### config.mk
export PLATFORM = sky130hd
export DESIGN_NAME = writeback_merge
export DESIGN_NICKNAME = d
export VERILOG_FILES = /design/src/design/isa_pkg.sv /design/src/design/pipe_pkg.sv /design/src/design/writeback_merge.sv
export SDC_FILE = /design/constraint.sdc
export NUM_CORES = 1
export LEC_CHECK = 0
export BUFFER_PORTS_ARGS = -buffer_cell sky130_fd_sc_hd__buf_2
export CORE_ASPECT_RATIO = 1.1
export CORE_UTILIZATION = 40
export CTS_CLUSTER_SIZE = 14
export DETAILED_ROUTE_END_ITERATION = 10
export PLACE_DENSITY = 0.83
export SYNTH_ARGS = -nofsm -noshare
export SYNTH_HDL_FRONTEND = slang
export SYNTH_SLANG_ARGS = --single-unit
### constraint.sdc
create_clock -name clk -period 0.8 [get_ports clk]
set_input_delay 0.04 -clock clk [delete_from_list [all_inputs] [get_ports clk]]
set_output_delay 0.04 -clock clk [all_outputs]
set_load 0.02 [all_outputs]
### src/design/isa_pkg.sv
// Instruction formats, opcodes, instruction union and the latency class helper
package isa_pkg;

	// Opcodes above op_mul_hi are unassigned
	// They run on the ALU and produce zero
	typedef enum logic [3:0]
	{
		op_add    = 4'h0,
		op_sub    = 4'h1,
		op_and    = 4'h2,
		op_or     = 4'h3,
		op_xor    = 4'h4,
		op_mul_lo = 4'h5,
		op_mul_hi = 4'h6
	} opcode_t;

	// The top bit of every instruction word selects how the rest is read
	typedef enum logic
	{
		format_reg = 1'b0,
		format_imm = 1'b1
	} format_t;

	// Register format, where operand b comes straight from the request
	typedef struct packed
	{
		format_t     format;
		opcode_t     opcode;
		logic [26:0] unused;
	} reg_format_t;

	// Immediate format, where the sign-extended low half word replaces operand b
	typedef struct packed
	{
		format_t     format;
		opcode_t     opcode;
		logic [10:0] unused;
		logic [15:0] immediate;
	} imm_format_t;

	// Both views share the format bit and the opcode position
	typedef union packed
	{
		reg_format_t reg_fmt;
		imm_format_t imm_fmt;
	} instruction_t;

	// Only the two multiply opcodes take the long pipeline
	function automatic logic is_multi_cycle(opcode_t opcode);
		return opcode inside {op_mul_lo, op_mul_hi};
	endfunction

endpackage

### src/design/pipe_pkg.sv
// Thread index, issue request, execute operation and result structs
package pipe_pkg;
	import isa_pkg::*;

	// Index of one of the hardware threads
	typedef logic [1:0] thread_id_t;

	// What a thread offers to the issue stage while its pending level is up
	// The thread holds this steady until it sees its grant
	typedef struct packed
	{
		instruction_t instruction;
		logic [31:0]  operand_a;
		logic [31:0]  operand_b;
	} issue_request_t;

	// The issued instruction after format decode
	// Operand b already holds either the request value or the extended immediate
	typedef struct packed
	{
		logic        valid;
		thread_id_t  thread;
		opcode_t     opcode;
		logic [31:0] operand_a;
		logic [31:0] operand_b;
	} execute_op_t;

	// A result tagged with the thread that issued it
	typedef struct packed
	{
		thread_id_t  thread;
		logic [31:0] value;
	} result_t;

	// Output of either execute pipeline on its way to the writeback mux
	typedef struct packed
	{
		logic    valid;
		result_t result;
	} stage_result_t;

endpackage

### src/design/writeback_merge.sv
// Writeback mux merging the ALU and multiplier results onto one registered port
module writeback_merge
	import pipe_pkg::*;
	(
	input  logic          clk,
	input  logic          reset,
	input  stage_result_t alu_result,
	input  stage_result_t mul_result,
	output logic          result_valid,
	output result_t       result);

	// The strobe follows either pipeline's valid one cycle later
	always_ff @(posedge clk, posedge reset)
	begin
		if (reset)
			result_valid <= 1'b0;
		else
			result_valid <= alu_result.valid || mul_result.valid;
	end

	// With no collision possible the select only needs one of the valids
	always_ff @(posedge clk)
	begin
		if (mul_result.valid)
			result <= mul_result.result;
		else
			result <= alu_result.result;
	end

	// Issue-side hazard tracking is what keeps the two pipelines apart here
	// A hit means a result was silently dropped at the mux
	no_writeback_collision: assert property (@(posedge clk) disable iff (reset)
		!(alu_result.valid && mul_result.valid));

endmodule

-- Yosys cells after proc, flatten, opt, wreduce, memory -nomap -nowiden
Index checks and enable logic that the tools add are counted.
- multiplexer cells: 1
- reduce and logical (&&, ||, !) cells: 1
- operators with widths (kind ; number):
    two-way mux 34 bit ; 1
    logical OR 1 bit ; 1
- bits in registers: 35
- word-level logic and storage cells: 5

-- Depth between registers and ports, before layout
- word-level depth: 1
- mapped depth: 3

-- Worst setup path after synthesis
OpenSTA, ideal clock, no wires.
- kind: in2reg
- start point: input mul_result[34] (netlist bit)
- end point: register result[10] (netlist bit)
- library setup time: 0.121 ns
- data arrival time: 0.598 ns
- required time: 0.679 ns
- setup slack: 0.080 ns
- stages: 3
- cells stage by stage: buf_6 buf_12 mux2_4
- cells in the longest elaborated chain, start to end: 1
- ends and longest elaborated chain (element ; RTL line ; source):
    start, declared ; writeback_merge.sv:8 ; input stage_result_t mul_result,
    two-way mux 34 bit ; writeback_merge.sv:24 ; if (mul_result.valid)
    end signal, assigned ; writeback_merge.sv:25 ; result <= mul_result.result;
    end signal, assigned ; writeback_merge.sv:27 ; result <= alu_result.result;
    end, declared ; writeback_merge.sv:10 ; output result_t result);
No other way between the ends.

-- Worst setup path in the final report
- start point: register result_valid
- end point: output result_valid
- RTL lines (element ; RTL line ; source):
    start, declared ; writeback_merge.sv:9 ; output logic result_valid,
    start signal, assigned ; writeback_merge.sv:18 ; result_valid <= alu_result.valid || mul_result.valid;
No word-level cell between the ends.

==> run_results.csv <==
group,metric,value,unit
outcome,status,"complete, but fails checks",
outcome,violations,"negative setup slack",
layout,final-seq-area,748,sq um
cts,cts_tree,"built",
power_and_ir_drop,internal_power,3.24,mW
layout,drive_gt1_share,71.4,%
cts,path_clk_slew,0.10,ns
layout,diodes,0,
placed_design,numPortBuffers,106,
synth,synth_top_area_share,53.2,%
sta,rsz0062_at_grt,"yes",
setup_path,path_cells,"buf_6",
setup_path,path_buf_inv,1,
synth,synth-adder-area-share,0,%
detailed_routing,dr.pass1.iters,5,
synth,yosys.area_share.xor_xnor,0,%
power_and_ir_drop,p_leak,1.41,nW
cts,cts_buffer_depth,2,
sta,holdWs,0.0588,ns
sta,fin_crit_sh,113,%
setup_path,path_delay_family,"flip-flops",
sta,period_needed,0.905,ns
global_routing,grt_use_total,34.5,%
sta,timing.final.max_slew_violations,0,
sta,setup_slack,-0.105,ns
synth,yosysWarnings,0,
detailed_routing,drcViolationCount,0,
setup_path,crit_type,"reg -> out",
die,core,3050,sq um
sta,hold_viol_final,0,
setup_path,critPathCaptureType,"primary output",
setup_path,crit_path_max_fanout,1,
power_and_ir_drop,pwr-share-comb,29.2,%
placed_design,gp_congestion,0.682,
synth,synth_top_area_cell,"dfxtp_1",
power_and_ir_drop,p_sw_share,26.6,%
layout,syn_to_final_growth,124,%
die,ios,107,
cts,htree_levels,2,
setup_path,cp_slowest_stage_delay,0.39,ns
synth,synth_top_family_by_area,"multiplexers",
global_routing,overflow,0,
synth,muxShareOfSynthArea,38.5,%
synth,synth.yosys.seq_area_share,55.2,%
sta,setup_viol,35,
flow_run,maxCapViolations,0,
power_and_ir_drop,power-per-cell-area,1540,nW/um^2
setup_path,worst_setup_path_start_kind,"register",
die,rows,21,
synth,yosysMostFrequentCell,"dfxtp_1",
synth,async_flop_share,2.86,%
global_routing,grt_pass1_wl,8140,um
setup_path,critPathRequiredTime,0.76,ns
die,initial_core_util,42.0,%
setup_path,cp.arrival,0.87,ns
global_routing,grt_antenna_before_repair,0,
global_routing,grt_max_degree,17,
layout,fillerInstances,85,
power_and_ir_drop,p_sw,1.17,mW
synth,synth-edff-count,0,
synth,synth_cell_types,8,
power_and_ir_drop,pwr-share-seq,45.1,%
die,fp.dieArea,3430,sq um
power_and_ir_drop,peakVddDrop,1860,uV
layout,multi_input_area,498,sq um
die,die_x,55.9,um
hold_path,hp-class,"in -> async",
synth,synth_area_leaders,"dfxtp_1, mux2_4, buf_12, mux2_2, dfrtp_1",
cts,clockRootBuffer,"clkbuf_4",
synth,ys_ff_latch,35,
synth,syn_inst,75,
detailed_routing,drtIter0Drc,23,
synth,ys.flop_type,"dfxtp_1",
synth,synth-simple-area-share,0.489,%
global_routing,grt_pass1_vias,1581,
detailed_routing,drtAntennaViolNets,0,
power_and_ir_drop,clockPowerShare,25.7,%
cts,numCtsBuffers,5,
sta,fmax,1100,MHz
layout,stdcell_count,293,
setup_path,slowest_stage,"dfrtp_1",
detailed_routing,via_per_inst,4.63,
layout,fin_nets,330,
die,fp.dieH,61.3,um
synth,syn_area,1280,sq um
cts,clock_sinks,35,
detailed_routing,num_vias,1358,
synth,synth_area_per_cell,17.0,sq um
sta,slew_headroom,87.9,%
detailed_routing,wire_per_inst,19.7,um
placed_design,hpwl,2150,um
placed_design,placed_cells,215,
cts,post_cts_buffers,0,
synth,synth.top_cells.by_count,"dfxtp_1, mux2_4, mux2_2, buf_12",
detailed_routing,routed_wl,5760,um
synth,synth-compound-area-share,0,%
synth,syn_nets,147,
sta,worstMarginPinSlew,0.182,ns
-- final timing paths --
kind / start / endpoint / cells after the start
min in group clk: mul_result[34] / result[32]$_DFF_P_ / 2
max in group asynchronous: reset / result_valid$_DFF_PP0_ / 3
worst max-delay path: result_valid$_DFF_PP0_ / result_valid / 1
worst min-delay path: reset / result_valid$_DFF_PP0_ / 3
-- cells in the final DEF, fill, tap and decap left out --
cell type	n
buf_4	2
buf_6	35
clkbuf_4	5
clkbuf_8	2
dfrtp_1	1
dfxtp_2	34
buf_12	2
buf_2	71
mux2_4	29
dlygate4sd3_1	70
or2_1	1
clkbuf_1	1
inv_1	1
mux2_2	5
-- cell families after synthesis --
group,Yosys count
buffers and inverters,5
flip-flops,35
multiplexers,34
AND/OR/NAND/NOR,1
-- metrics by stage --
step | setup TNS, ns | setup slack [ns] | utilization, % | area, sq um | power [mW]
floorplan | 0 | 0.0803 | - | 1280 | 2.42
global placement | -0.763 | -0.0310 | 60.2 | 1840 | 2.72
detailed placement | -1.36 | -0.0569 | 60.2 | 1840 | 2.74
CTS | -0.813 | -0.0874 | 94.0 | 2870 | 4.27
global route | -2.98 | -0.134 | 94.0 | 2870 | 4.58
finish | -1.89 | -0.105 | 94.0 | 2870 | 4.41
-- routing by layer --
layer  track usage [%]  routed length [um]  vias up
li1                  -                   -      622
met1              35.1                2080      631
met2              62.3                3020       86
met3              12.4                 421       19
met4              21.3                 232        0
met5                 0                   0        -
-- power groups by stage --
stage | logic (mW) | clock network (mW) | registers (mW)
final | 1.29 | 1.13 | 1.99
after global routing | 1.34 | 1.24 | 2.00
after CTS | 1.21 | 1.09 | 1.97
after detailed placement | 0.787 | 0 | 1.95
after global placement | 0.768 | 0 | 1.95
after floorplan | 0.283 | 0 | 2.14
-- sequential cells by signal, summed over array words and instances (netlist names) --
signal	cells
result	34
result_valid	1
-- area by class of cell --
cell class,count,area share [%]
Timing Repair Buffer,180,52.5
Sequential cell,35,26.1
Multi-Input combinational cell,35,17.4
Clock buffer,8,2.40
Tap cell,34,1.48
Inverter,1,0.131
-- repair_timing --
| action | in CTS | in global routing |
|---|---|---|
| hold endpoints to repair | 36 | 0 |
| hold buffers | 70 | 0 |
| gates resized for setup | 103 | 1 |
| endpoints found under the setup margin | 35 | 35 |
No activity file was read; power rests on OpenSTA's default activity.
