File: src/design/isa_pkg.sv
// Instruction formats, opcodes, instruction union and the latency class helper
package isa_pkg;

	// Opcodes above op_mul_hi are unassigned
	// They run on the ALU and produce zero
	typedef enum logic [3:0]
	{
		op_add    = 4'h0,
		op_sub    = 4'h1,
		op_and    = 4'h2,
		op_or     = 4'h3,
		op_xor    = 4'h4,
		op_mul_lo = 4'h5,
		op_mul_hi = 4'h6
	} opcode_t;

	// The top bit of every instruction word selects how the rest is read
	typedef enum logic
	{
		format_reg = 1'b0,
		format_imm = 1'b1
	} format_t;

	// Register format, where operand b comes straight from the request
	typedef struct packed
	{
		format_t     format;
		opcode_t     opcode;
		logic [26:0] unused;
	} reg_format_t;

	// Immediate format, where the sign-extended low half word replaces operand b
	typedef struct packed
	{
		format_t     format;
		opcode_t     opcode;
		logic [10:0] unused;
		logic [15:0] immediate;
	} imm_format_t;

	// Both views share the format bit and the opcode position
	typedef union packed
	{
		reg_format_t reg_fmt;
		imm_format_t imm_fmt;
	} instruction_t;

	// Only the two multiply opcodes take the long pipeline
	function automatic logic is_multi_cycle(opcode_t opcode);
		return opcode inside {op_mul_lo, op_mul_hi};
	endfunction

endpackage

File: src/design/pipe_pkg.sv
// Thread index, issue request, execute operation and result structs
package pipe_pkg;
	import isa_pkg::*;

	// Index of one of the hardware threads
	typedef logic [1:0] thread_id_t;

	// What a thread offers to the issue stage while its pending level is up
	// The thread holds this steady until it sees its grant
	typedef struct packed
	{
		instruction_t instruction;
		logic [31:0]  operand_a;
		logic [31:0]  operand_b;
	} issue_request_t;

	// The issued instruction after format decode
	// Operand b already holds either the request value or the extended immediate
	typedef struct packed
	{
		logic        valid;
		thread_id_t  thread;
		opcode_t     opcode;
		logic [31:0] operand_a;
		logic [31:0] operand_b;
	} execute_op_t;

	// A result tagged with the thread that issued it
	typedef struct packed
	{
		thread_id_t  thread;
		logic [31:0] value;
	} result_t;

	// Output of either execute pipeline on its way to the writeback mux
	typedef struct packed
	{
		logic    valid;
		result_t result;
	} stage_result_t;

endpackage

File: src/design/multi_cycle_multiplier.sv
// Pipelined unsigned 32x32 multiplier returning the low or high product word
module multi_cycle_multiplier
	import isa_pkg::*, pipe_pkg::*;
	#(
	parameter int multiply_stages = 4)
	(
	input  logic          clk,
	input  logic          reset,
	input  execute_op_t   issue_op,
	output stage_result_t mul_result);

	// Everything that rides along with the product down the chain
	typedef struct packed
	{
		thread_id_t  thread;
		logic        high;
		logic [63:0] product;
	} mul_stage_t;

	logic                                       mul_accept;
	logic [multiply_stages - 2:0]               stage_valid;
	mul_stage_t [multiply_stages - 2:0]         stage_data;
	mul_stage_t                                 last_stage;

	assign mul_accept = issue_op.valid && is_multi_cycle(issue_op.opcode);

	// The product is formed up front and carried through the chain
	// so that synthesis can retime the multiplier across the stages
	always_ff @(posedge clk, posedge reset)
	begin
		if (reset)
			stage_valid <= '0;
		else
		begin
			stage_valid[0] <= mul_accept;
			for (int k = 1; k < multiply_stages - 1; k++)
				stage_valid[k] <= stage_valid[k - 1];
		end
	end

	always_ff @(posedge clk)
	begin
		stage_data[0].thread <= issue_op.thread;
		stage_data[0].high <= issue_op.opcode == op_mul_hi;
		stage_data[0].product <= 64'(issue_op.operand_a) * 64'(issue_op.operand_b);
		for (int k = 1; k < multiply_stages - 1; k++)
			stage_data[k] <= stage_data[k - 1];
	end

	assign last_stage = stage_data[multiply_stages - 2];

	// Final stage picks the requested word, multiply_stages cycles after issue_op
	always_ff @(posedge clk, posedge reset)
	begin
		if (reset)
			mul_result <= '0;
		else
		begin
			mul_result.valid <= stage_valid[multiply_stages - 2];
			mul_result.result.thread <= last_stage.thread;
			mul_result.result.value <= last_stage.high ? last_stage.product[63:32]
				: last_stage.product[31:0];
		end
	end

endmodule

File: config.mk
export PLATFORM = sky130hd
export DESIGN_NAME = multi_cycle_multiplier
export DESIGN_NICKNAME = d
export VERILOG_FILES = /design/src/design/isa_pkg.sv /design/src/design/pipe_pkg.sv /design/src/design/multi_cycle_multiplier.sv
export SDC_FILE = /design/constraint.sdc
export NUM_CORES = 2
export LEC_CHECK = 0
export BUFFER_PORTS_ARGS = -buffer_cell sky130_fd_sc_hd__buf_2
export CAP_MARGIN = 40
export CORE_UTILIZATION = 53
export CTS_CLUSTER_SIZE = 30
export DETAILED_ROUTE_END_ITERATION = 6
export PLACE_DENSITY_LB_ADDON = 0.3
export SLEW_MARGIN = 40
export SYNTH_ARGS = -nofsm -noshare
export SYNTH_HDL_FRONTEND = slang
export SYNTH_SLANG_ARGS = --single-unit
File: constraint.sdc
create_clock -name clk -period 1.4 [get_ports clk]
set_input_delay 0 -clock clk [delete_from_list [all_inputs] [get_ports clk]]
set_output_delay 0 -clock clk [all_outputs]
set_load 0.005 [all_outputs]
# --- Yosys cells after proc, flatten, opt, wreduce, memory -nomap -nowiden ---
# Index checks and enable logic that the tools add are counted.
totals:
  ff_bits: 239
  wordCells: 19
op_classes:
  n_mul: 1
  n_eq_ne: 2
  muxes: 1
  n_reduce_logical: 2
op_table:
  columns: ["operator", "n"]
  rows:
  - ["$mul A32 B32 Y64", 1]
  - ["$mux W32", 1]
  - ["$eq A4 B3 Y1 const B", 2]
  - ["$reduce_bool A2 Y1", 1]
  - ["$logic_and A1 B1 Y1", 1]

# --- Logic depth before layout (Yosys ltp) ---
depth:
  ltp_word: 3
  depth_mapped: 29
  ltp_nobuf: 27

# --- Worst setup path after synthesis ---
# OpenSTA, ideal clock, no wires.
synth_timing:
  path_kind: "in2reg"
  start: "in issue_op[17] (netlist bit)"
  end: "reg stage_data[61] (netlist bit)"
  setup_ns: 0.120
  t_arrival_ns: 6.411
  setup_slack_ns: -5.130
  path_stages: 25
  path_buffers: 2
  cell_sequence: "clkbuf_1 > and2_1 > fa_1 > inv_1 > fa_1 > inv_1 > fa_1 > inv_1 > fa_1 > inv_1 > fa_1 > fa_1 > fa_1 > fa_1 > ha_1 > clkbuf_1 > nand4_1 > nor3_1 > nor2b_1 > nor2_1 > o21a_1 > o41a_1 > o21ai_1 > a31oi_1 > xnor2_1"
synth_via:
  elab_chain_len: 1
synth_lines:
  columns: ["item", "line", "source"]
  rows:
  - ["start: declaration", "multi_cycle_multiplier.sv:9", "input execute_op_t issue_op,"]
  - ["$mul A32 B32 Y64", "multi_cycle_multiplier.sv:45", "stage_data[0].product <= 64'(issue_op.operand_a) * 64'(issue_op.operand_b);"]
  - ["end signal: indexed assignment", "multi_cycle_multiplier.sv:47", "stage_data[k] <= stage_data[k - 1];"]
  - ["end: declaration", "multi_cycle_multiplier.sv:22", "mul_stage_t [multiply_stages - 2:0] stage_data;"]
# Every way passes these cells.

# --- Worst setup path after layout ---
layout_timing:
  start: "in issue_op[56] (netlist bit)"
  end: "reg stage_data[49] (netlist bit)"
# The elaborated chain is that of the path after synthesis.

==> flow_metrics.env <==
export IMPL_outcome="complete, but fails checks"
export IMPL_violations="setup timing"
export IMPL_place_area_sq_mm=0.0443
export IMPL_grt_max_degree=39
export IMPL_antenna_cells=0
export IMPL_grt_pass1_wl_microns=171000
export IMPL_maxSlewHeadroom_pct=66.6
export IMPL_ys_seq_elements=239
export IMPL_dpl_hpwl_microns=85600
export IMPL_cts_root_buf="clkbuf_16"
export IMPL_boundaryPins=108
export IMPL_crit_path_top_delay_cell="fa_1"
export IMPL_htreeDepth=1
export IMPL_async_flop_share_pct=15.9
export IMPL_finalCriticalPeriod_ns=6.24
export IMPL_row_count=98
export IMPL_grt_util_all_layers_pct=29.6
export IMPL_crit_path_start="issue_op[56]"
export IMPL_rsz0062_at_grt="yes"
export IMPL_r2r_setup_slack_ns=0.27
export IMPL_r2r_start="last_stage[64]$_DFF_P_"
export IMPL_die_x_microns=272
export IMPL_crit_path_start_kind="primary input"
export IMPL_synth_top_cell_area_share_pct=46.4
export IMPL_min_to="stage_data[66]$_DFF_P_"
export IMPL_antenna_found_initial=1
export IMPL_start_util_pct=53.8
export IMPL_worst_r2r_endpoint="mul_result[15]$_DFF_PP0_"
export IMPL_yosysMostFrequentCell="fa_1"
export IMPL_synth_edf_count=0
export IMPL_worstMarginPinSlew_ns=0.500
export IMPL_cp_end_kind="flop"
export IMPL_coreArea_sq_mm=0.0719
export IMPL_dieArea_sq_mm=0.0740
export IMPL_synthToLayoutAreaGrowth_pct=26.2
export IMPL_worstPathRequired_ns=1.83
export IMPL_drv_slew=0
export IMPL_holdCritStartpoint="issue_op[69]"
export IMPL_netlist_top_cell_by_area="fa_1"
export IMPL_fin_crit_sh_pct=446
export IMPL_hold_path_class="primary input to flop"
export IMPL_numClockSinks=239
export IMPL_fin_ws_ns=-4.84
export IMPL_tritoncts="yes"
export IMPL_drt_iter0_markers=1862
export IMPL_dieHeight_microns=272
export IMPL_path_common_cell="fa_1"
export IMPL_syn_inst=3968
export IMPL_clkTransAtPathRegs_ns=0.08
export IMPL_max_stage_delay_ns=0.55
export IMPL_synth_ff_type="dfxtp_1"
export IMPL_worstPathArrival_ns=6.67
export IMPL_grt_overflow=0
export IMPL_setup_viol=61
export IMPL_avgSynthCellArea_sq_um=9.75
export IMPL_cp_depth=23
export IMPL_criticalPathCategory="primary input to flop"
export IMPL_port_buffers=107
export IMPL_clock_path_buffers=3
export IMPL_whs_path_depth=2
export IMPL_yosysSeqAreaShare_pct=12.9
export IMPL_crit_family="adder cells"
export IMPL_synth_area_leaders="fa_1 46%, dfxtp_1 10%, and2_1 9.7%"
export IMPL_syn_area_sq_mm=0.0387
export IMPL_routed_wl_microns=108000
export IMPL_timing_critical_path_buf_inv=5
export IMPL_fin_skew_ns=0.0134
export IMPL_gp_congestion=0.906
export IMPL_synth_net_count=5200
export IMPL_ys_warn_count=0
export IMPL_synth_lib_cells_used_distinct=60
export IMPL_grt_pass1_vias=31500
export IMPL_maxCapViolations=0
export IMPL_wl_per_cell_microns=20.0
export IMPL_via_count=28600
export IMPL_numCtsBuffers=22
export IMPL_synth_commonest_cells="896 x fa_1, 865 x inv_1, 602 x and2_1"
export IMPL_route_detailed_drc=0
export IMPL_nNetsFinal=5674
export IMPL_design_area_sq_mm=0.0488
export IMPL_hold_violations=0
export IMPL_crit_fanout=7
export IMPL_drive_above_1_share_pct=26.2
export IMPL_clk_latency_ns=0.51
export IMPL_avgViaCountPerCell=5.29
export IMPL_fmax_mhz=160
export IMPL_ff2ff_path_depth=2
export IMPL_path_cells="buf_4, buf_12, and2_4, fa_1, inv_1, fa_1, fa_2, fa_1, inv_1, fa_1, fa_1, fa_1, fa_2, ha_4, nand4_1, nor3_2, nor2b_1, nor2_1, o21a_2, o41a_1, buf_4, o31ai_4, xor2_1"
export IMPL_drtAntennaViolNets=0
export IMPL_first_pass_iters=6
metrics by stage:
| step | util, % | setup TNS [ns] | cells | setup slack, ns | hold slack (ns) |
|---|---|---|---|---|---|
| after global routing | 67.9 | -255.96 | 5408 | -5.01 | 0.119 |
| after global placement | 61.6 | -292.58 | 5276 | -5.59 | 0.102 |
| after CTS | 66.4 | -242.80 | 5378 | -4.72 | 0.112 |
| final | 67.9 | -248.20 | 5408 | -4.84 | 0.141 |
| after detailed placement | 61.6 | -294.75 | 5276 | -5.60 | 0.106 |
| after floorplan | - | -248.36 | 3968 | -4.99 | 0.0277 |
flip-flops by register name (all words and copies together) (netlist names):
signal,cells
stage_valid,3
last_stage,67
stage_data,134
mul_result,35
metal layers:
layer,track usage [%],routed length (microns),vias up
met4,11.6,5400,0
met5,0,0,-
li1,-,-,12500
met1,37.2,41100,14700
met2,52.5,56000,1038
met3,3.25,5860,328
cell type report:
type	instances	area [sq um]
clock buffer	23	564
clock inverter	17	201
fill	5263	23100
inverter	865	3250
multi-input combinational	2645	31900
sequential	239	4970
tap	950	1190
timing repair buffer	669	6700
placed cells by master, fill, tap and decap left out, types with 13 or more instances in the layout:
master,instances
a21oi_4,14
and2_1,532
a21o_1,28
and2_4,70
dfxtp_1,201
buf_6,91
inv_2,52
a21oi_1,28
o21ai_0,16
nor2_1,23
nand4_1,16
xnor2_2,14
xnor2_1,25
inv_1,813
fa_2,75
nand2_1,461
xor2_1,13
dfrtp_1,38
ha_1,194
ha_4,69
fa_1,821
clkbuf_16,26
nand2_2,14
buf_2,46
buf_4,414
mux2_2,32
buf_8,24
a21oi_2,30
buf_12,63
timing repair:
item	in CTS	in global routing
endpoints found under the setup margin	61	61
hold buffers	7	0
resized for setup	464	190
gates cloned	11	4
buffers inserted	57	28
endpoints found under the hold margin	42	0
pin swaps	222	152
kinds of logic after synthesis:
kind of cell | Yosys count | synth area share (%)
AO/OA/AOI/OAI | 207 | 3.55
buffers and inverters | 1084 | 10.5
multiplexers | 32 | 0.932
AND/OR/NAND/NOR | 1183 | 15.8
flip-flops | 239 | 12.9
XOR/XNOR | 64 | 1.45
adder cells (fa/ha/maj) | 1159 | 54.9
worst register-to-register path, cell delays in order, from the launching register on:
cell,delay (ns)
dfxtp_1,0.36
buf_12,0.23
mux2_2,0.42
how the worst max path moves through the flow:
stage / end
floorplan: stage_data[55]$_DFF_P_
global placement: stage_data[38]$_DFF_P_
detailed placement: stage_data[61]$_DFF_P_
CTS: stage_data[53]$_DFF_P_
global route: stage_data[49]$_DFF_P_
finish: stage_data[49]$_DFF_P_
Power is not shown: default switching activity piles up to over one toggle a cycle in this logic, so the estimate is an artifact.
