### config.mk
export PLATFORM = sky130hd
export DESIGN_NAME = execute_hazard_detect
export DESIGN_NICKNAME = d
export VERILOG_FILES = /design/src/design/isa_pkg.sv /design/src/design/pipe_pkg.sv /design/src/design/latency_decoder.sv /design/src/design/execute_hazard_detect.sv
export SDC_FILE = /design/constraint.sdc
export NUM_CORES = 1
export LEC_CHECK = 0
export BUFFER_PORTS_ARGS = -buffer_cell sky130_fd_sc_hd__buf_4
export CORE_AREA = 2 2 151 153
export CTS_CLUSTER_SIZE = 12
export DETAILED_ROUTE_END_ITERATION = 8
export DIE_AREA = 0 0 153 155
export GPL_ROUTABILITY_DRIVEN = 0
export SLEW_MARGIN = 10
export SYNTH_ARGS = -nofsm -noshare
export SYNTH_HDL_FRONTEND = slang
export SYNTH_SLANG_ARGS = --single-unit
### constraint.sdc
create_clock -name clk -period 1 [get_ports clk]
set_clock_uncertainty 0.1 [all_clocks]
set_input_delay 0.15 -clock clk [delete_from_list [all_inputs] [get_ports clk]]
set_output_delay 0.15 -clock clk [all_outputs]
set_load 0.05 [all_outputs]
### src/design/isa_pkg.sv
// Instruction formats, opcodes, instruction union and the latency class helper
package isa_pkg;

	// Opcodes above op_mul_hi are unassigned
	// They run on the ALU and produce zero
	typedef enum logic [3:0]
	{
		op_add    = 4'h0,
		op_sub    = 4'h1,
		op_and    = 4'h2,
		op_or     = 4'h3,
		op_xor    = 4'h4,
		op_mul_lo = 4'h5,
		op_mul_hi = 4'h6
	} opcode_t;

	// The top bit of every instruction word selects how the rest is read
	typedef enum logic
	{
		format_reg = 1'b0,
		format_imm = 1'b1
	} format_t;

	// Register format, where operand b comes straight from the request
	typedef struct packed
	{
		format_t     format;
		opcode_t     opcode;
		logic [26:0] unused;
	} reg_format_t;

	// Immediate format, where the sign-extended low half word replaces operand b
	typedef struct packed
	{
		format_t     format;
		opcode_t     opcode;
		logic [10:0] unused;
		logic [15:0] immediate;
	} imm_format_t;

	// Both views share the format bit and the opcode position
	typedef union packed
	{
		reg_format_t reg_fmt;
		imm_format_t imm_fmt;
	} instruction_t;

	// Only the two multiply opcodes take the long pipeline
	function automatic logic is_multi_cycle(opcode_t opcode);
		return opcode inside {op_mul_lo, op_mul_hi};
	endfunction

endpackage

### src/design/pipe_pkg.sv
// Thread index, issue request, execute operation and result structs
package pipe_pkg;
	import isa_pkg::*;

	// Index of one of the hardware threads
	typedef logic [1:0] thread_id_t;

	// What a thread offers to the issue stage while its pending level is up
	// The thread holds this steady until it sees its grant
	typedef struct packed
	{
		instruction_t instruction;
		logic [31:0]  operand_a;
		logic [31:0]  operand_b;
	} issue_request_t;

	// The issued instruction after format decode
	// Operand b already holds either the request value or the extended immediate
	typedef struct packed
	{
		logic        valid;
		thread_id_t  thread;
		opcode_t     opcode;
		logic [31:0] operand_a;
		logic [31:0] operand_b;
	} execute_op_t;

	// A result tagged with the thread that issued it
	typedef struct packed
	{
		thread_id_t  thread;
		logic [31:0] value;
	} result_t;

	// Output of either execute pipeline on its way to the writeback mux
	typedef struct packed
	{
		logic    valid;
		result_t result;
	} stage_result_t;

endpackage

### src/design/latency_decoder.sv
// Latency class decoder for one instruction word
module latency_decoder
	import isa_pkg::*;
	(
	input  instruction_t instruction,
	output logic         single_cycle_result,
	output logic         multi_cycle_result);

	opcode_t opcode;

	// Both formats keep the opcode in the same bits
	// The register view therefore reads it for either format
	assign opcode = instruction.reg_fmt.opcode;

	// Multiplies go down the long pipeline
	// Everything else, including unassigned opcodes, finishes in the ALU
	always_comb
	begin
		multi_cycle_result = is_multi_cycle(opcode);
		single_cycle_result = !multi_cycle_result;
	end

endmodule

### src/design/execute_hazard_detect.sv
// Writeback collision tracking between the ALU and multiplier pipelines
module execute_hazard_detect
	import pipe_pkg::*;
	#(
	parameter int num_threads = 4,
	parameter int multiply_stages = 4)
	(
	input  logic                                 clk,
	input  logic                                 reset,
	input  issue_request_t [num_threads - 1:0]   thread_request,
	input  logic [num_threads - 1:0]             issued_oh,
	output logic [num_threads - 1:0]             execute_hazard);

	logic [num_threads - 1:0]     single_cycle;
	logic [num_threads - 1:0]     multi_cycle;
	logic                         issued_is_multi_cycle;
	logic [multiply_stages - 2:0] writeback_allocate;

	// Each thread's waiting instruction gets its own decoder, since any of
	// them may be the one picked this cycle
	for (genvar i = 0; i < num_threads; i++)
	begin : thread_decode
		latency_decoder decoder(
			.instruction(thread_request[i].instruction),
			.single_cycle_result(single_cycle[i]),
			.multi_cycle_result(multi_cycle[i]));
	end

	assign issued_is_multi_cycle = |(issued_oh & multi_cycle);

	// Bit k is set when a multiply issued k+1 cycles ago
	// Counting the issue cycle itself as position 0, the top bit is
	// position multiply_stages-1, the cycle when issuing a single-cycle op
	// would land it on the writeback mux together with that multiply
	always_ff @(posedge clk, posedge reset)
	begin
		if (reset)
			writeback_allocate <= '0;
		else
			writeback_allocate <= (writeback_allocate << 1)
				| (multiply_stages - 1)'(issued_is_multi_cycle);
	end

	// Multiplies never collide with each other, so only ALU ops are held off
	assign execute_hazard = {num_threads{writeback_allocate[multiply_stages - 2]}}
		& single_cycle;

	// The shift register only tracks one issue per cycle
	issue_one_hot: assert property (@(posedge clk) disable iff (reset)
		$onehot0(issued_oh));

endmodule

---- Word-level counts from Yosys, hierarchy flattened ----
Index checks and enable logic that the tools add are counted.
operators by class
  eq/ne operators ......................... 8
  bitwise gates (word level) .............. 3
  reduce and logical (&&, ||, !) cells .... 9
operator list
  cell                                                                   number
  4-bit by 3-bit equality test with 1-bit output, second input constant  8
  4-bit AND                                                              2
  2-bit nonzero test                                                     4
  1-bit zero test                                                        4
  4-bit OR reduction                                                     1
  3-bit by 1-bit OR with 3-bit output                                    1
word-level totals
  input port bits ......................... 390
  register bits ........................... 3
  logic and storage cells ................. 21
  output and inout bits ................... 4

---- Logic depth before layout (Yosys ltp) ----
  word-level depth ........................ 5
  mapped depth ............................ 3
  gate-level depth less buffers ........... 3

---- Hierarchy ----
A second synthesis with hierarchy kept.
unflattened totals
  cell total of the unflattened synthesis .. 23
  area total of the unflattened synthesis .. 222.7 um2
modules (own cells, without submodules)
  module                 times used  area an instance (um2)  seq. area each (um2)  cells an instance
  execute_hazard_detect  1           122.6                   75.1                  11
  latency_decoder        4           25.0                    0.0                   3

---- Worst setup path before layout ----
No wires, ideal clock.
  path kind ............................... flip-flop to output port
  start point ............................. register writeback_allocate[2]
  end point ............................... output execute_hazard[1]
  data arrival time ....................... 1.180 ns
  setup slack ............................. -0.430 ns
  data required time ...................... 0.750 ns
  buffers on the path ..................... 0
  cell stages (with the launch flop) ...... 3
  cell sequence ........................... dfrtp_1 -> inv_1 -> a31oi_1
on the way
  word-level cells in the longest chain between the ends .. 1
RTL lines
  item                    line                         source
  start, declared         execute_hazard_detect.sv:17  logic [multiply_stages - 2:0] writeback_allocate;
  start signal, assigned  execute_hazard_detect.sv:40  writeback_allocate <= (writeback_allocate << 1)
  4-bit AND               execute_hazard_detect.sv:46  & single_cycle;
  end, declared           execute_hazard_detect.sv:12  output logic [num_threads - 1:0] execute_hazard);
Every way passes these cells.

---- Worst setup path after layout ----
  start point ............................. register writeback_allocate[2]
  end point ............................... output execute_hazard[3]
The elaborated chain is that of the path after synthesis.

==> results summary <==
The run finished, with violations left. The final reports fail on setup timing. The starting DRC count in detailed routing came out at 3. More flip-flops sit in one register than any other, and that register is writeback_allocate. The worst setup path is of the reg2out kind.

In the post-synthesis netlist, the biggest area contributors are dfrtp_1, xor2_1, inv_1. The die is 155 microns tall. The startpoint kind of the worst setup timing path is a flip-flop. The worst-skew pair later-pin latency is 0.22 ns. The number of different library cells used by synthesis comes to 9. The number of buffers added for setup after CTS came out at 0. The final core utilization came out at 4.27%. The number of H-tree levels came out at 1. The initial cell density of the core is less than 1%. Combinational logic burns between 20% and 30% of the power.

The half-perimeter wire length of the detailed placement result came out at between 1 and 1.5 mm. The dominant cell type by area after synthesis is dfrtp_1. The cell area after synthesis came out at 218 sq um. The global route total overflow came out at 0. After synthesis the netlist holds a flip-flop and latch count of 3. After Yosys synthesis, XOR and XNOR cells account for 16.1% of the synthesized area. The number of endpoints failing setup at the final stage is 4. The fraction of power consumed by the clock network is 59.3%. The via count of the first global-routing pass came out at 277. The floorplan die width is between 150 and 200 microns. The floorplan step defined a die boundary enclosing between 0.02 and 0.025 sq mm.

The root buffer cell chosen for the clock tree is clkbuf_16. The detailed-route vias per instance is 0.843. Across the run, the number of max-cap violations was 0.

For this design, the sink count on the clock tree is 3. In the final layout, the registers with the most flip-flops are writeback_allocate: 3 flops. In the global route stage, met2 resource usage came out at under 10%. Global routing used 1.20% of the available tracks. The fraction of the mapped netlist area in compound gates came out at between 10% and 20%. The cell count after synthesis came out at 23. The max-slew violation total from the final report was 0. After filler insertion, the fill cell instance count of the layout stands at 2623. The layout overhead on the synthesized area is 336%. The worst-case IR drop observed on VDD is ~0.39 mV. The fraction of the mapped netlist area in adder cells came out at 0%.

The area of placed instances came out at 832 sq um. The top cell type's share of synthesized area is 34.5%. The final period utilization is 129%.

The wire length of the first global-routing pass came out at around 1.7 mm. In this run the static leakage power is 0.313 nW. The synthesized area divided by synthesized cell count is 9.47 sq um. TritonCTS built the clock tree. The cell row count is 55. The register with the most flip-flops in the layout has 3 of them. The peak per-stage delay on the critical path is about 0.40 ns.

Traced cell by cell, the critical path runs through inv_2, a31oi_4, buf_8. In this run the standard cell core region covers about 0.022 sq mm. Setup repair after global routing could not meet its margin everywhere. The slowest stage of the critical path is the dfrtp_2 cell. The global routing stage identified its most utilized layer as met3.

The sequential group share of total power came out at 13.6%. The basic-gate share of the synthesized area counting and, or, nand and nor cells came out at roughly a fifth. The global-route met1 utilization is 1.33%.

The final critical-path required period is 1.29 ns. The final non-filler cell area is about 950 sq um. During I/O placement, the number of pins put on the boundary was between 300 and 400.

The largest fanout on the critical path is 3. In the final routed layout, each cell accounts on average for around 3.7 microns. The antenna diode instance count is 0. The quantity of I/O buffers inserted on ports came out at 25. The final wirelength is 1.26 mm. The worst setup path is captured at an output pin. The worst setup margin came out at -0.292 ns. The initial antenna violation count is 0. For this design the ratio of total power to cell area is 1120 mW/mm^2.

Cell internal power was estimated by the tool at 0.000808 W. By area, the combinational part of the netlist is dominated by simple AND/OR/NAND/NOR gates. Timing would allow up to 0.774 GHz. The measured slew at the worst slew-check pin is 0.343 ns.

The arrival time at the worst endpoint is 1.04 ns. Summing over every cut layer, the via total after detailed routing is 289. The detailed-route DRC error count came out at 0. Yosys printed 0 warnings.

The switching power as a share of total power is a little under a quarter. The mux contribution to synthesized area is 0%. The headroom to the max-slew limit is between 70% and 80%. The post-route netlist has 70.7% of its cells at a drive strength greater than 1. Counting along the longest clock path gives a buffer depth of 2. The count of nets left with antenna violations once routing finished came out at 0. The data required time at the worst endpoint came out at 0.75 ns.

The first detailed-routing pass took 2 iterations. The number of nets handed over by synthesis was about 410. The number of endpoints with negative hold slack in the final report is 0.

The largest net degree at the start of global routing is 4. The net count reported at finish is 449. The clock-pin slew on the worst setup and hold paths came out at around 0.030 ns. Sequential elements use around a third of the synthesized area.

The reported net switching power is ~0.00025 W. The number of buffers inserted during clock tree synthesis came out at 3. The worst min-delay path class is in2reg. The global-route met3 utilization came out at under 10%.
-- stage by stage --
stage / TNS [ns] / setup slack (ns) / total power, W / hold slack, ns / std cells
global route: -1.28 / -0.345 / 0.00112 / 0.102 / 343
floorplan: -0.00142 / -0.000708 / 0.000270 / -0.196 / 23
CTS: -1.30 / -0.363 / 0.00108 / 0.0842 / 343
finish: -1.10 / -0.292 / 0.00106 / 0.0831 / 343
detailed placement: -0.846 / -0.258 / 0.000408 / -0.0670 / 338
global placement: -0.815 / -0.248 / 0.000407 / -0.0679 / 338
-- cell usage after synthesis --
cell type and instances:
inv_1 6, xor2_1 4, dfrtp_1 3, a31oi_1 2
and2_1 2, and3b_1 2, nand3b_1 2, a22oi_2 1
o221ai_2 1
-- final timing paths --
kind | startpoint | endpoint | slack [ns] | cells past startpoint
worst max-delay path | writeback_allocate[2]$_DFF_PP0_ | execute_hazard[3] | -0.29 | 3
worst min-delay path | issued_oh[0] | writeback_allocate[0]$_DFF_PP0_ | 0.08 | 3
worst max register to register | writeback_allocate[1]$_DFF_PP0_ | writeback_allocate[2]$_DFF_PP0_ | 0.43 | 0
worst min register to register | writeback_allocate[0]$_DFF_PP0_ | writeback_allocate[1]$_DFF_PP0_ | 0.24 | 0
max in group asynchronous | reset | writeback_allocate[2]$_DFF_PP0_ | 0.36 | 3
min in group asynchronous | reset | writeback_allocate[2]$_DFF_PP0_ | 0.30 | 3
-- final cells by class --
cell class / instances / area, sq um / share of cell area [%]
Clock buffer: 4 / 78.8 / 8.30
Inverter: 6 / 22.5 / 2.37
Sequential cell: 3 / 76.3 / 8.04
Tap cell: 285 / 357 / 37.5
Multi-Input combinational cell: 14 / 154 / 16.2
Timing Repair Buffer: 31 / 262 / 27.5
-- cells by family after synthesis --
| group | after synthesis |
|---|---|
| AOI/OAI and AO/OA | 4 |
| buffers and inverters | 6 |
| DFF | 3 |
| xor gates and xnor gates | 4 |
| and+or+nand+nor | 6 |
-- timing repair --
action	CTS	global route
hold buffers	1	0
endpoints found under the setup margin	4	4
endpoints found under the hold margin	3	0
gates resized for setup	7	2
-- power by group through the flow --
stage | Clock [W] | Combinational (W) | Sequential [W]
2_1_floorplan | 0 | 0.000130 | 0.000140
3_3_place_gp | 0 | 0.000264 | 0.000143
3_5_place_dp | 0 | 0.000264 | 0.000145
4_1_cts | 0.000648 | 0.000293 | 0.000144
5_1_grt | 0.000666 | 0.000306 | 0.000147
6_report | 0.000628 | 0.000287 | 0.000145
-- critical path, delay by kind of cell (launching register included) --
| kind | cells | cell delay [ns] |
|---|---|---|
| flops | 1 | 0.40 |
| compound gates | 1 | 0.16 |
| buf+inv | 2 | 0.26 |
-- layout by cell type (no fill, tap or decap), types with 2 or more instances in the layout --
cell type / Yosys / routed
buf_4: 0 / 25
inv_1: 6 / 5
xor2_1: 4 / 4
clkbuf_16: 0 / 3
buf_6: 0 / 3
nand3b_1: 2 / 2
a31oi_4: 0 / 2
and3b_1: 2 / 2
buf_8: 0 / 2
dfrtp_1: 3 / 2
-- routing by layer --
| layer | part of all wire [%] | vias to the layer above |
|---|---|---|
| li1 | - | 147 |
| met1 | 45 | 118 |
| met2 | 38 | 22 |
| met3 | 17 | 2 |
| met4 | 0.32 | 0 |
| met5 | 0 | - |
Note: power is estimated with default switching activity, not from simulation.
