[src/design/isa_pkg.sv]
// Instruction formats, opcodes, instruction union and the latency class helper
package isa_pkg;

	// Opcodes above op_mul_hi are unassigned
	// They run on the ALU and produce zero
	typedef enum logic [3:0]
	{
		op_add    = 4'h0,
		op_sub    = 4'h1,
		op_and    = 4'h2,
		op_or     = 4'h3,
		op_xor    = 4'h4,
		op_mul_lo = 4'h5,
		op_mul_hi = 4'h6
	} opcode_t;

	// The top bit of every instruction word selects how the rest is read
	typedef enum logic
	{
		format_reg = 1'b0,
		format_imm = 1'b1
	} format_t;

	// Register format, where operand b comes straight from the request
	typedef struct packed
	{
		format_t     format;
		opcode_t     opcode;
		logic [26:0] unused;
	} reg_format_t;

	// Immediate format, where the sign-extended low half word replaces operand b
	typedef struct packed
	{
		format_t     format;
		opcode_t     opcode;
		logic [10:0] unused;
		logic [15:0] immediate;
	} imm_format_t;

	// Both views share the format bit and the opcode position
	typedef union packed
	{
		reg_format_t reg_fmt;
		imm_format_t imm_fmt;
	} instruction_t;

	// Only the two multiply opcodes take the long pipeline
	function automatic logic is_multi_cycle(opcode_t opcode);
		return opcode inside {op_mul_lo, op_mul_hi};
	endfunction

endpackage

[src/design/pipe_pkg.sv]
// Thread index, issue request, execute operation and result structs
package pipe_pkg;
	import isa_pkg::*;

	// Index of one of the hardware threads
	typedef logic [1:0] thread_id_t;

	// What a thread offers to the issue stage while its pending level is up
	// The thread holds this steady until it sees its grant
	typedef struct packed
	{
		instruction_t instruction;
		logic [31:0]  operand_a;
		logic [31:0]  operand_b;
	} issue_request_t;

	// The issued instruction after format decode
	// Operand b already holds either the request value or the extended immediate
	typedef struct packed
	{
		logic        valid;
		thread_id_t  thread;
		opcode_t     opcode;
		logic [31:0] operand_a;
		logic [31:0] operand_b;
	} execute_op_t;

	// A result tagged with the thread that issued it
	typedef struct packed
	{
		thread_id_t  thread;
		logic [31:0] value;
	} result_t;

	// Output of either execute pipeline on its way to the writeback mux
	typedef struct packed
	{
		logic    valid;
		result_t result;
	} stage_result_t;

endpackage

[src/design/single_cycle_alu.sv]
// One-stage ALU for add, subtract and bitwise logic operations
module single_cycle_alu
	import isa_pkg::*, pipe_pkg::*;
	(
	input  logic          clk,
	input  logic          reset,
	input  execute_op_t   issue_op,
	output stage_result_t alu_result);

	logic [31:0] alu_value;
	logic        alu_accept;

	// Multiplies belong to the other pipeline and are dropped here
	assign alu_accept = issue_op.valid && !is_multi_cycle(issue_op.opcode);

	// Add and subtract wrap at 32 bits with no flags
	always_comb
	begin
		case (issue_op.opcode)
			op_add:
				alu_value = issue_op.operand_a + issue_op.operand_b;
			op_sub:
				alu_value = issue_op.operand_a - issue_op.operand_b;
			op_and:
				alu_value = issue_op.operand_a & issue_op.operand_b;
			op_or:
				alu_value = issue_op.operand_a | issue_op.operand_b;
			op_xor:
				alu_value = issue_op.operand_a ^ issue_op.operand_b;
			default:
				alu_value = '0;
		endcase
	end

	// The single register stage, one cycle after issue_op
	always_ff @(posedge clk, posedge reset)
	begin
		if (reset)
			alu_result <= '0;
		else
		begin
			alu_result.valid <= alu_accept;
			alu_result.result.thread <= issue_op.thread;
			alu_result.result.value <= alu_value;
		end
	end

endmodule

[config.mk]
export PLATFORM = sky130hd
export DESIGN_NAME = single_cycle_alu
export DESIGN_NICKNAME = d
export VERILOG_FILES = /design/src/design/isa_pkg.sv /design/src/design/pipe_pkg.sv /design/src/design/single_cycle_alu.sv
export SDC_FILE = /design/constraint.sdc
export NUM_CORES = 1
export LEC_CHECK = 0
export BUFFER_PORTS_ARGS = -buffer_cell sky130_fd_sc_hd__buf_2
export CAP_MARGIN = 0
export CORE_MARGIN = 2
export CORE_UTILIZATION = 40
export CTS_BUF_LIST = sky130_fd_sc_hd__clkbuf_8
export CTS_CLUSTER_SIZE = 24
export DETAILED_ROUTE_END_ITERATION = 12
export GPL_ROUTABILITY_DRIVEN = 0
export SKIP_CTS_REPAIR_TIMING = 1
export SYNTH_ARGS = -nofsm -noshare
export SYNTH_HDL_FRONTEND = slang
export SYNTH_SLANG_ARGS = --single-unit
[constraint.sdc]
create_clock -name clk -period 1.2 [get_ports clk]
set_input_delay 0.12 -clock clk [delete_from_list [all_inputs] [get_ports clk]]
set_output_delay 0.12 -clock clk [all_outputs]
set_load 0.005 [all_outputs]
; ---- Yosys cells after proc, flatten, opt, wreduce, memory -nomap -nowiden
; Index checks and enable logic that the tools add are counted.
[word_totals]
output_inout_bits = 35
ff_bits = 35
inputBits = 73
[op_classes]
eq_ne = 6
n_bitwise = 3
muxes = 1
addsub = 2
n_reduce_logical = 4
[op_table]
columns = cell, count
row1 = one-hot mux 32 bit (5 select lines), 1
row2 = adder 32 bit, 1
row3 = AND 32 bit, 1
row4 = OR 32 bit, 1
row5 = subtractor 32 bit, 1
row6 = XOR 32 bit, 1
row7 = "== test 4 x 3 -> 1 bit, second input constant", 3
row8 = "== test 4 x 2 -> 1 bit, second input constant", 2
row9 = "== test 4 x 1 -> 1 bit, second input constant", 1
row10 = logical NOT 4 bit, 1
row11 = nonzero test 2 bit, 1
row12 = logical AND 1 bit, 1
row13 = logical NOT 1 bit, 1

; ---- Depth between registers and ports, before layout
[depth]
ltp_word = 4
mapped_depth = 16
ltp_nobuf = 15

; ---- Worst setup path after synthesis
; No wires, ideal clock.
[synth_path]
kind = in2reg
start = input port issue_op[4] (netlist bit)
end = register alu_result[30] (netlist bit)
slack_ns = -2.356
n_path_buf = 1
setup_time_ns = 0.132
arrival_ns = 3.424
stages = 15
path_cell_list = or4_1 > nor3_1 > nand3_1 > o21ai_0 > xnor2_1 > ha_1 > clkbuf_1 > a21o_1 > a21o_1 > a41oi_1 > o221ai_1 > or3_1 > a311oi_1 > xor2_1 > o21ai_1
[synth_via]
elab_chain_len = 2
word_cells_on_any_way = 3
cone_classes = 2 x add/sub / 1 x mux
[synth_lines]
columns = item, line
row1 = from (decl), single_cycle_alu.sv:7  ; input execute_op_t issue_op,
row2 = subtractor 32 bit / adder 32 bit (equally long branches), "single_cycle_alu.sv:23, single_cycle_alu.sv:21"
row3 = one-hot mux 32 bit (5 select lines) (*), single_cycle_alu.sv:19  ; case (issue_op.opcode)
row4 = named net alu_value[30], single_cycle_alu.sv:10  ; logic [31:0] alu_value;
row5 = to (decl), single_cycle_alu.sv:8  ; output stage_result_t alu_result);
; Mark *: on every way through the listed nets, which the timed path passes. The rest lies on a longest branch.

; ---- Final worst setup path
[layout_path]
start = input port issue_op[12] (netlist bit)
end = register alu_result[31] (netlist bit)
; Same word-level chain as after synthesis.

==> results by stage <==
Die:
- The standard cell core area is around 12,000 um2.
- The vertical die dimension is 115 um.
- The initialized floorplan defines 40 standard-cell rows.
- The area of the die is roughly 13,000 um2.
- In this run the count of I/O pins placed on the die edge is between 100 and 150.
- The chip width is roughly 120 um.
- The effective utilization at floorplan is between 40% and 50%.

STA:
- Headroom to the max-slew limit came out at around two thirds.
- The worst path in the final design needs a cycle of between 3 and 4 ns, including I/O delays and setup.
- Setup slack on the critical path of the routed design comes to -2.29 ns.
- For the final routed database, the setup TNS stands at -51.03 ns.
- Setup repair after global routing could not meet its margin everywhere.
- The worst hold slack is about 0.075 ns.
- Of the available clock period, the critical path in the final layout requires 291%.
- The number of pins with negative max-slew slack in the final report came to 0.
- The number of setup violations in the final report is 31.
- The final number of hold-violating endpoints was 0.
- The transition at the pin with the smallest max-transition slack is around 0.5 ns.
- Static timing analysis puts the maximum clock frequency at 0.287 GHz.

Clock network:
- The maximum root-to-sink buffer count is 2.
- The tree is rooted in a sky130_fd_sc_hd__clkbuf_8.
- The clock tree from TritonCTS is done.
- The clock tree synthesis step divided the H-tree into 2 levels.
- After clock tree synthesis, the clock-pin slew on the worst setup and hold paths is around 0.09 ns.
- The number of clock sinks is 35.
- The number of buffers added by the clock tree synthesis step is 5.

Setup path:
- STA classifies the critical path endpoint as a flop.
- The required time of the critical path is ~1.4 ns.
- In this run the worst path has a maximum fanout of 5.
- The startpoint class of the critical path is an input port.
- The critical setup path kind is in2reg.
- The data arrival at the endpoint of the critical path is 3.67 ns.

Yosys:
- The library cell occupying the most area in the post-synthesis netlist is sky130_fd_sc_hd__ha_1.
- The most common flop cell mapped by yosys is sky130_fd_sc_hd__dfrtp_1.
- Yosys attributes the largest share of cell area to sky130_fd_sc_hd__ha_1, sky130_fd_sc_hd__dfrtp_1, sky130_fd_sc_hd__xnor2_1.
- The cell area after synthesis is about 5000 um2.
- The async set-or-reset flop fraction in the synthesized netlist is 100%.
- The share of the Yosys chip area taken by registers is between 10% and 20%.
- The count of state elements after synthesis is 35.
- The fraction of synthesized cell area taken by the top area cell type is 24.2%.
- The netlist uses between 50 and 60 different library cells.
- The post-synthesis instance total is between 600 and 700.
- The net count of the mapped netlist is between 700 and 800.
- For this run, the number of Yosys warnings is 0.
- Yosys mapped a number of flops with a built-in enable equal to 0.
- Averaged over all synthesized cells, the footprint is ~7.9 um2.

Route:
- After detailed routing, the number of vias per cell comes to between 5 and 6.
- The number of design-rule violations left by the first detailed-router iteration is ~260.
- For this run, design rule violations remaining after detail routing come to 0.
- The final route contains a little under 6,000 vias.
- The count of nets left with antenna violations once routing finished came out at 0.
- The number of detailed-route iterations in the first pass is 5.
- Dividing the detail-routed wire length by the instance count gives ~16 um.
- Wires add up to between 15,000 and 20,000 um.

GRT:
- The maximum number of pins on one net before global-route repair is 21.
- The number of global-route vias before repair is a little under 6,000.
- The initial antenna violation count came to 0.
- The first global-routing pass estimated about 27,000 um of wire.
- The overall fraction of global-route tracks in use is 25.4%.
- After global routing the overflow that remains totals 0.

Placed design:
- The worst slack at placement is -2.61 ns.
- The cell total after placement is roughly 1,100.
- After legalization and detailed placement, the total HPWL measured between 10,000 and 15,000 um.
- The post-place instance area is 7360 um2.
- The count of buffers inserted at the top-level ports is around 110.

Final layout:
- For this run, the number of standard cells in the final layout without fillers is 1,121.
- The repair_antennas step left the layout with diodes totalling 0.
- The number of flip-flops under the largest register name is 35.
- After the last flow step, the layout net total stands at roughly 1,100.
- Compared with the post-synthesis result, the final layout area differs by 66.4%.
- The register name with the most flops is alu_result.
- The final cell area excluding filler cells is around 8300 um2.
- The filler cells instantiated in the layout total between 900 and 1,000.
- In the final layout, the registers with the most flip-flops are alu_result x35.
- The post-route core utilization is between 60% and 70%.
- The post-route netlist has a little under half of its cells at a drive strength greater than 1.

Power and ir drop:
- For this design the ratio of total power to cell area is 737 nW/um2.
- The worst-case IR drop observed on VDD is between 0.4 and 0.5 mV.
- The leakage power is 4.28 nW.
- The total power draw is a little over 6 mW.

Min path:
- The hold-critical path depth is 2.
- The worst hold path endpoint is alu_result[34]$_DFF_PP0_.
- In this run the most critical hold path is launched from issue_op[70].
- The worst hold path belongs to the class in2reg.

Run status:
- The run finished, with violations left.
- The checks that failed: negative setup slack.

Job:
- Across the run, the number of max-cap violations was 0.
## Yosys cell counts, types with 2 or more instances
cell type	number
sky130_fd_sc_hd__mux2i_1	2
sky130_fd_sc_hd__o21ai_0	50
sky130_fd_sc_hd__xor2_1	10
sky130_fd_sc_hd__nand4b_1	3
sky130_fd_sc_hd__nor2_1	47
sky130_fd_sc_hd__nor2b_1	6
sky130_fd_sc_hd__nand4_1	6
sky130_fd_sc_hd__nor3b_1	3
sky130_fd_sc_hd__ha_1	96
sky130_fd_sc_hd__dfrtp_1	35
sky130_fd_sc_hd__a211o_1	2
sky130_fd_sc_hd__a41oi_1	2
sky130_fd_sc_hd__a21boi_0	4
sky130_fd_sc_hd__nor3_1	8
sky130_fd_sc_hd__o221ai_1	3
sky130_fd_sc_hd__nand2b_1	4
sky130_fd_sc_hd__a211oi_1	3
sky130_fd_sc_hd__nand3_1	9
sky130_fd_sc_hd__xnor2_1	47
sky130_fd_sc_hd__a221oi_1	25
sky130_fd_sc_hd__a21oi_1	33
sky130_fd_sc_hd__a21o_1	7
sky130_fd_sc_hd__inv_1	79
sky130_fd_sc_hd__or3_1	8
sky130_fd_sc_hd__and2_1	4
sky130_fd_sc_hd__o21ai_1	3
sky130_fd_sc_hd__o31ai_1	7
sky130_fd_sc_hd__o21bai_1	4
sky130_fd_sc_hd__or4_4	2
sky130_fd_sc_hd__o21a_1	6
sky130_fd_sc_hd__a22oi_1	4
sky130_fd_sc_hd__a221o_1	2
sky130_fd_sc_hd__or4_1	2
sky130_fd_sc_hd__o31a_1	2
sky130_fd_sc_hd__nand2_1	40
sky130_fd_sc_hd__a31oi_1	11
sky130_fd_sc_hd__o211ai_1	5
sky130_fd_sc_hd__o211a_1	2
sky130_fd_sc_hd__clkbuf_1	21
sky130_fd_sc_hd__o41ai_1	4
## where the power goes
part | internal, mW | switching, mW | leakage, nW
combinational | 1.82 | 1.75 | 3.76
sequential | 1.28 | 0.0292 | 0.462
clock | 0.631 | 0.568 | 0.0587
## area by class of cell
cell class                      instances  area [um2]  area share (%)
Clock buffer                            5        68.8           0.834
Clock inverter                          3        47.5           0.576
Inverter                               79         299            3.62
Multi-Input combinational cell        489        4290            52.0
Sequential cell                        35         876            10.6
Tap cell                              168         210            2.55
Timing Repair Buffer                  342        2460            29.8
## kinds of logic (layout without fill, tap and decap cells)
group           Yosys count  count (layout)  share of synthesized area (%)
compound gates          185             185                           24.8
xor+xnor                 57              57                           10.1
fa+ha+maj                97              97                           24.6
buf+inv                 102             429                           7.75
flops                    35              35                           17.7
mux                       2               2                          0.404
simple gates            148             148                           14.7
## critical path, cell delays in order
cell,delay [ns]
sky130_fd_sc_hd__buf_6,0.10
sky130_fd_sc_hd__or4_4,0.53
sky130_fd_sc_hd__or3_4,0.36
sky130_fd_sc_hd__nand2b_4,0.15
sky130_fd_sc_hd__or4_4,0.54
sky130_fd_sc_hd__o31a_1,0.32
sky130_fd_sc_hd__xnor2_1,0.20
sky130_fd_sc_hd__ha_1,0.31
sky130_fd_sc_hd__a21oi_2,0.17
sky130_fd_sc_hd__o21ai_1,0.11
sky130_fd_sc_hd__a31oi_2,0.22
sky130_fd_sc_hd__nor2_1,0.08
sky130_fd_sc_hd__a211oi_2,0.24
sky130_fd_sc_hd__a21o_1,0.15
sky130_fd_sc_hd__nand3_1,0.06
## per-layer routing
metal	GRT usage [%]	wire (um)
met5	0	0
met4	6.67	492
met3	3.00	825
met2	46.2	9290
met1	31.7	7820
## cells in the final DEF, fill, tap and decap left out, types with 7 or more instances in the layout
| cell | netlist | layout |
|---|---|---|
| sky130_fd_sc_hd__a21oi_2 | 0 | 10 |
| sky130_fd_sc_hd__nand2_1 | 40 | 34 |
| sky130_fd_sc_hd__buf_4 | 0 | 212 |
| sky130_fd_sc_hd__o21ai_1 | 3 | 30 |
| sky130_fd_sc_hd__nor2_1 | 47 | 41 |
| sky130_fd_sc_hd__buf_2 | 1 | 102 |
| sky130_fd_sc_hd__o21ai_0 | 50 | 15 |
| sky130_fd_sc_hd__a21o_1 | 7 | 7 |
| sky130_fd_sc_hd__a31oi_1 | 11 | 7 |
| sky130_fd_sc_hd__inv_1 | 79 | 76 |
| sky130_fd_sc_hd__a221oi_1 | 25 | 25 |
| sky130_fd_sc_hd__a21oi_1 | 33 | 20 |
| sky130_fd_sc_hd__or3_1 | 8 | 7 |
| sky130_fd_sc_hd__xor2_1 | 10 | 8 |
| sky130_fd_sc_hd__nand3_1 | 9 | 8 |
| sky130_fd_sc_hd__buf_6 | 0 | 18 |
| sky130_fd_sc_hd__xnor2_1 | 47 | 42 |
| sky130_fd_sc_hd__dfrtp_1 | 35 | 35 |
| sky130_fd_sc_hd__ha_1 | 96 | 91 |
## how the worst max path moves through the flow
stage / start / end / slack, ns / cells past startpoint
after detailed placement: issue_op[4] / alu_result[21]$_DFF_PP0_ / -2.61 / 15
after global routing: issue_op[12] / alu_result[31]$_DFF_PP0_ / -2.47 / 15
final: issue_op[12] / alu_result[31]$_DFF_PP0_ / -2.29 / 15
after CTS: issue_op[4] / alu_result[21]$_DFF_PP0_ / -2.32 / 15
after floorplan: issue_op[12] / alu_result[31]$_DFF_PP0_ / -2.23 / 13
after global placement: issue_op[4] / alu_result[21]$_DFF_PP0_ / -2.56 / 15
No activity file was read; power rests on OpenSTA's default activity.
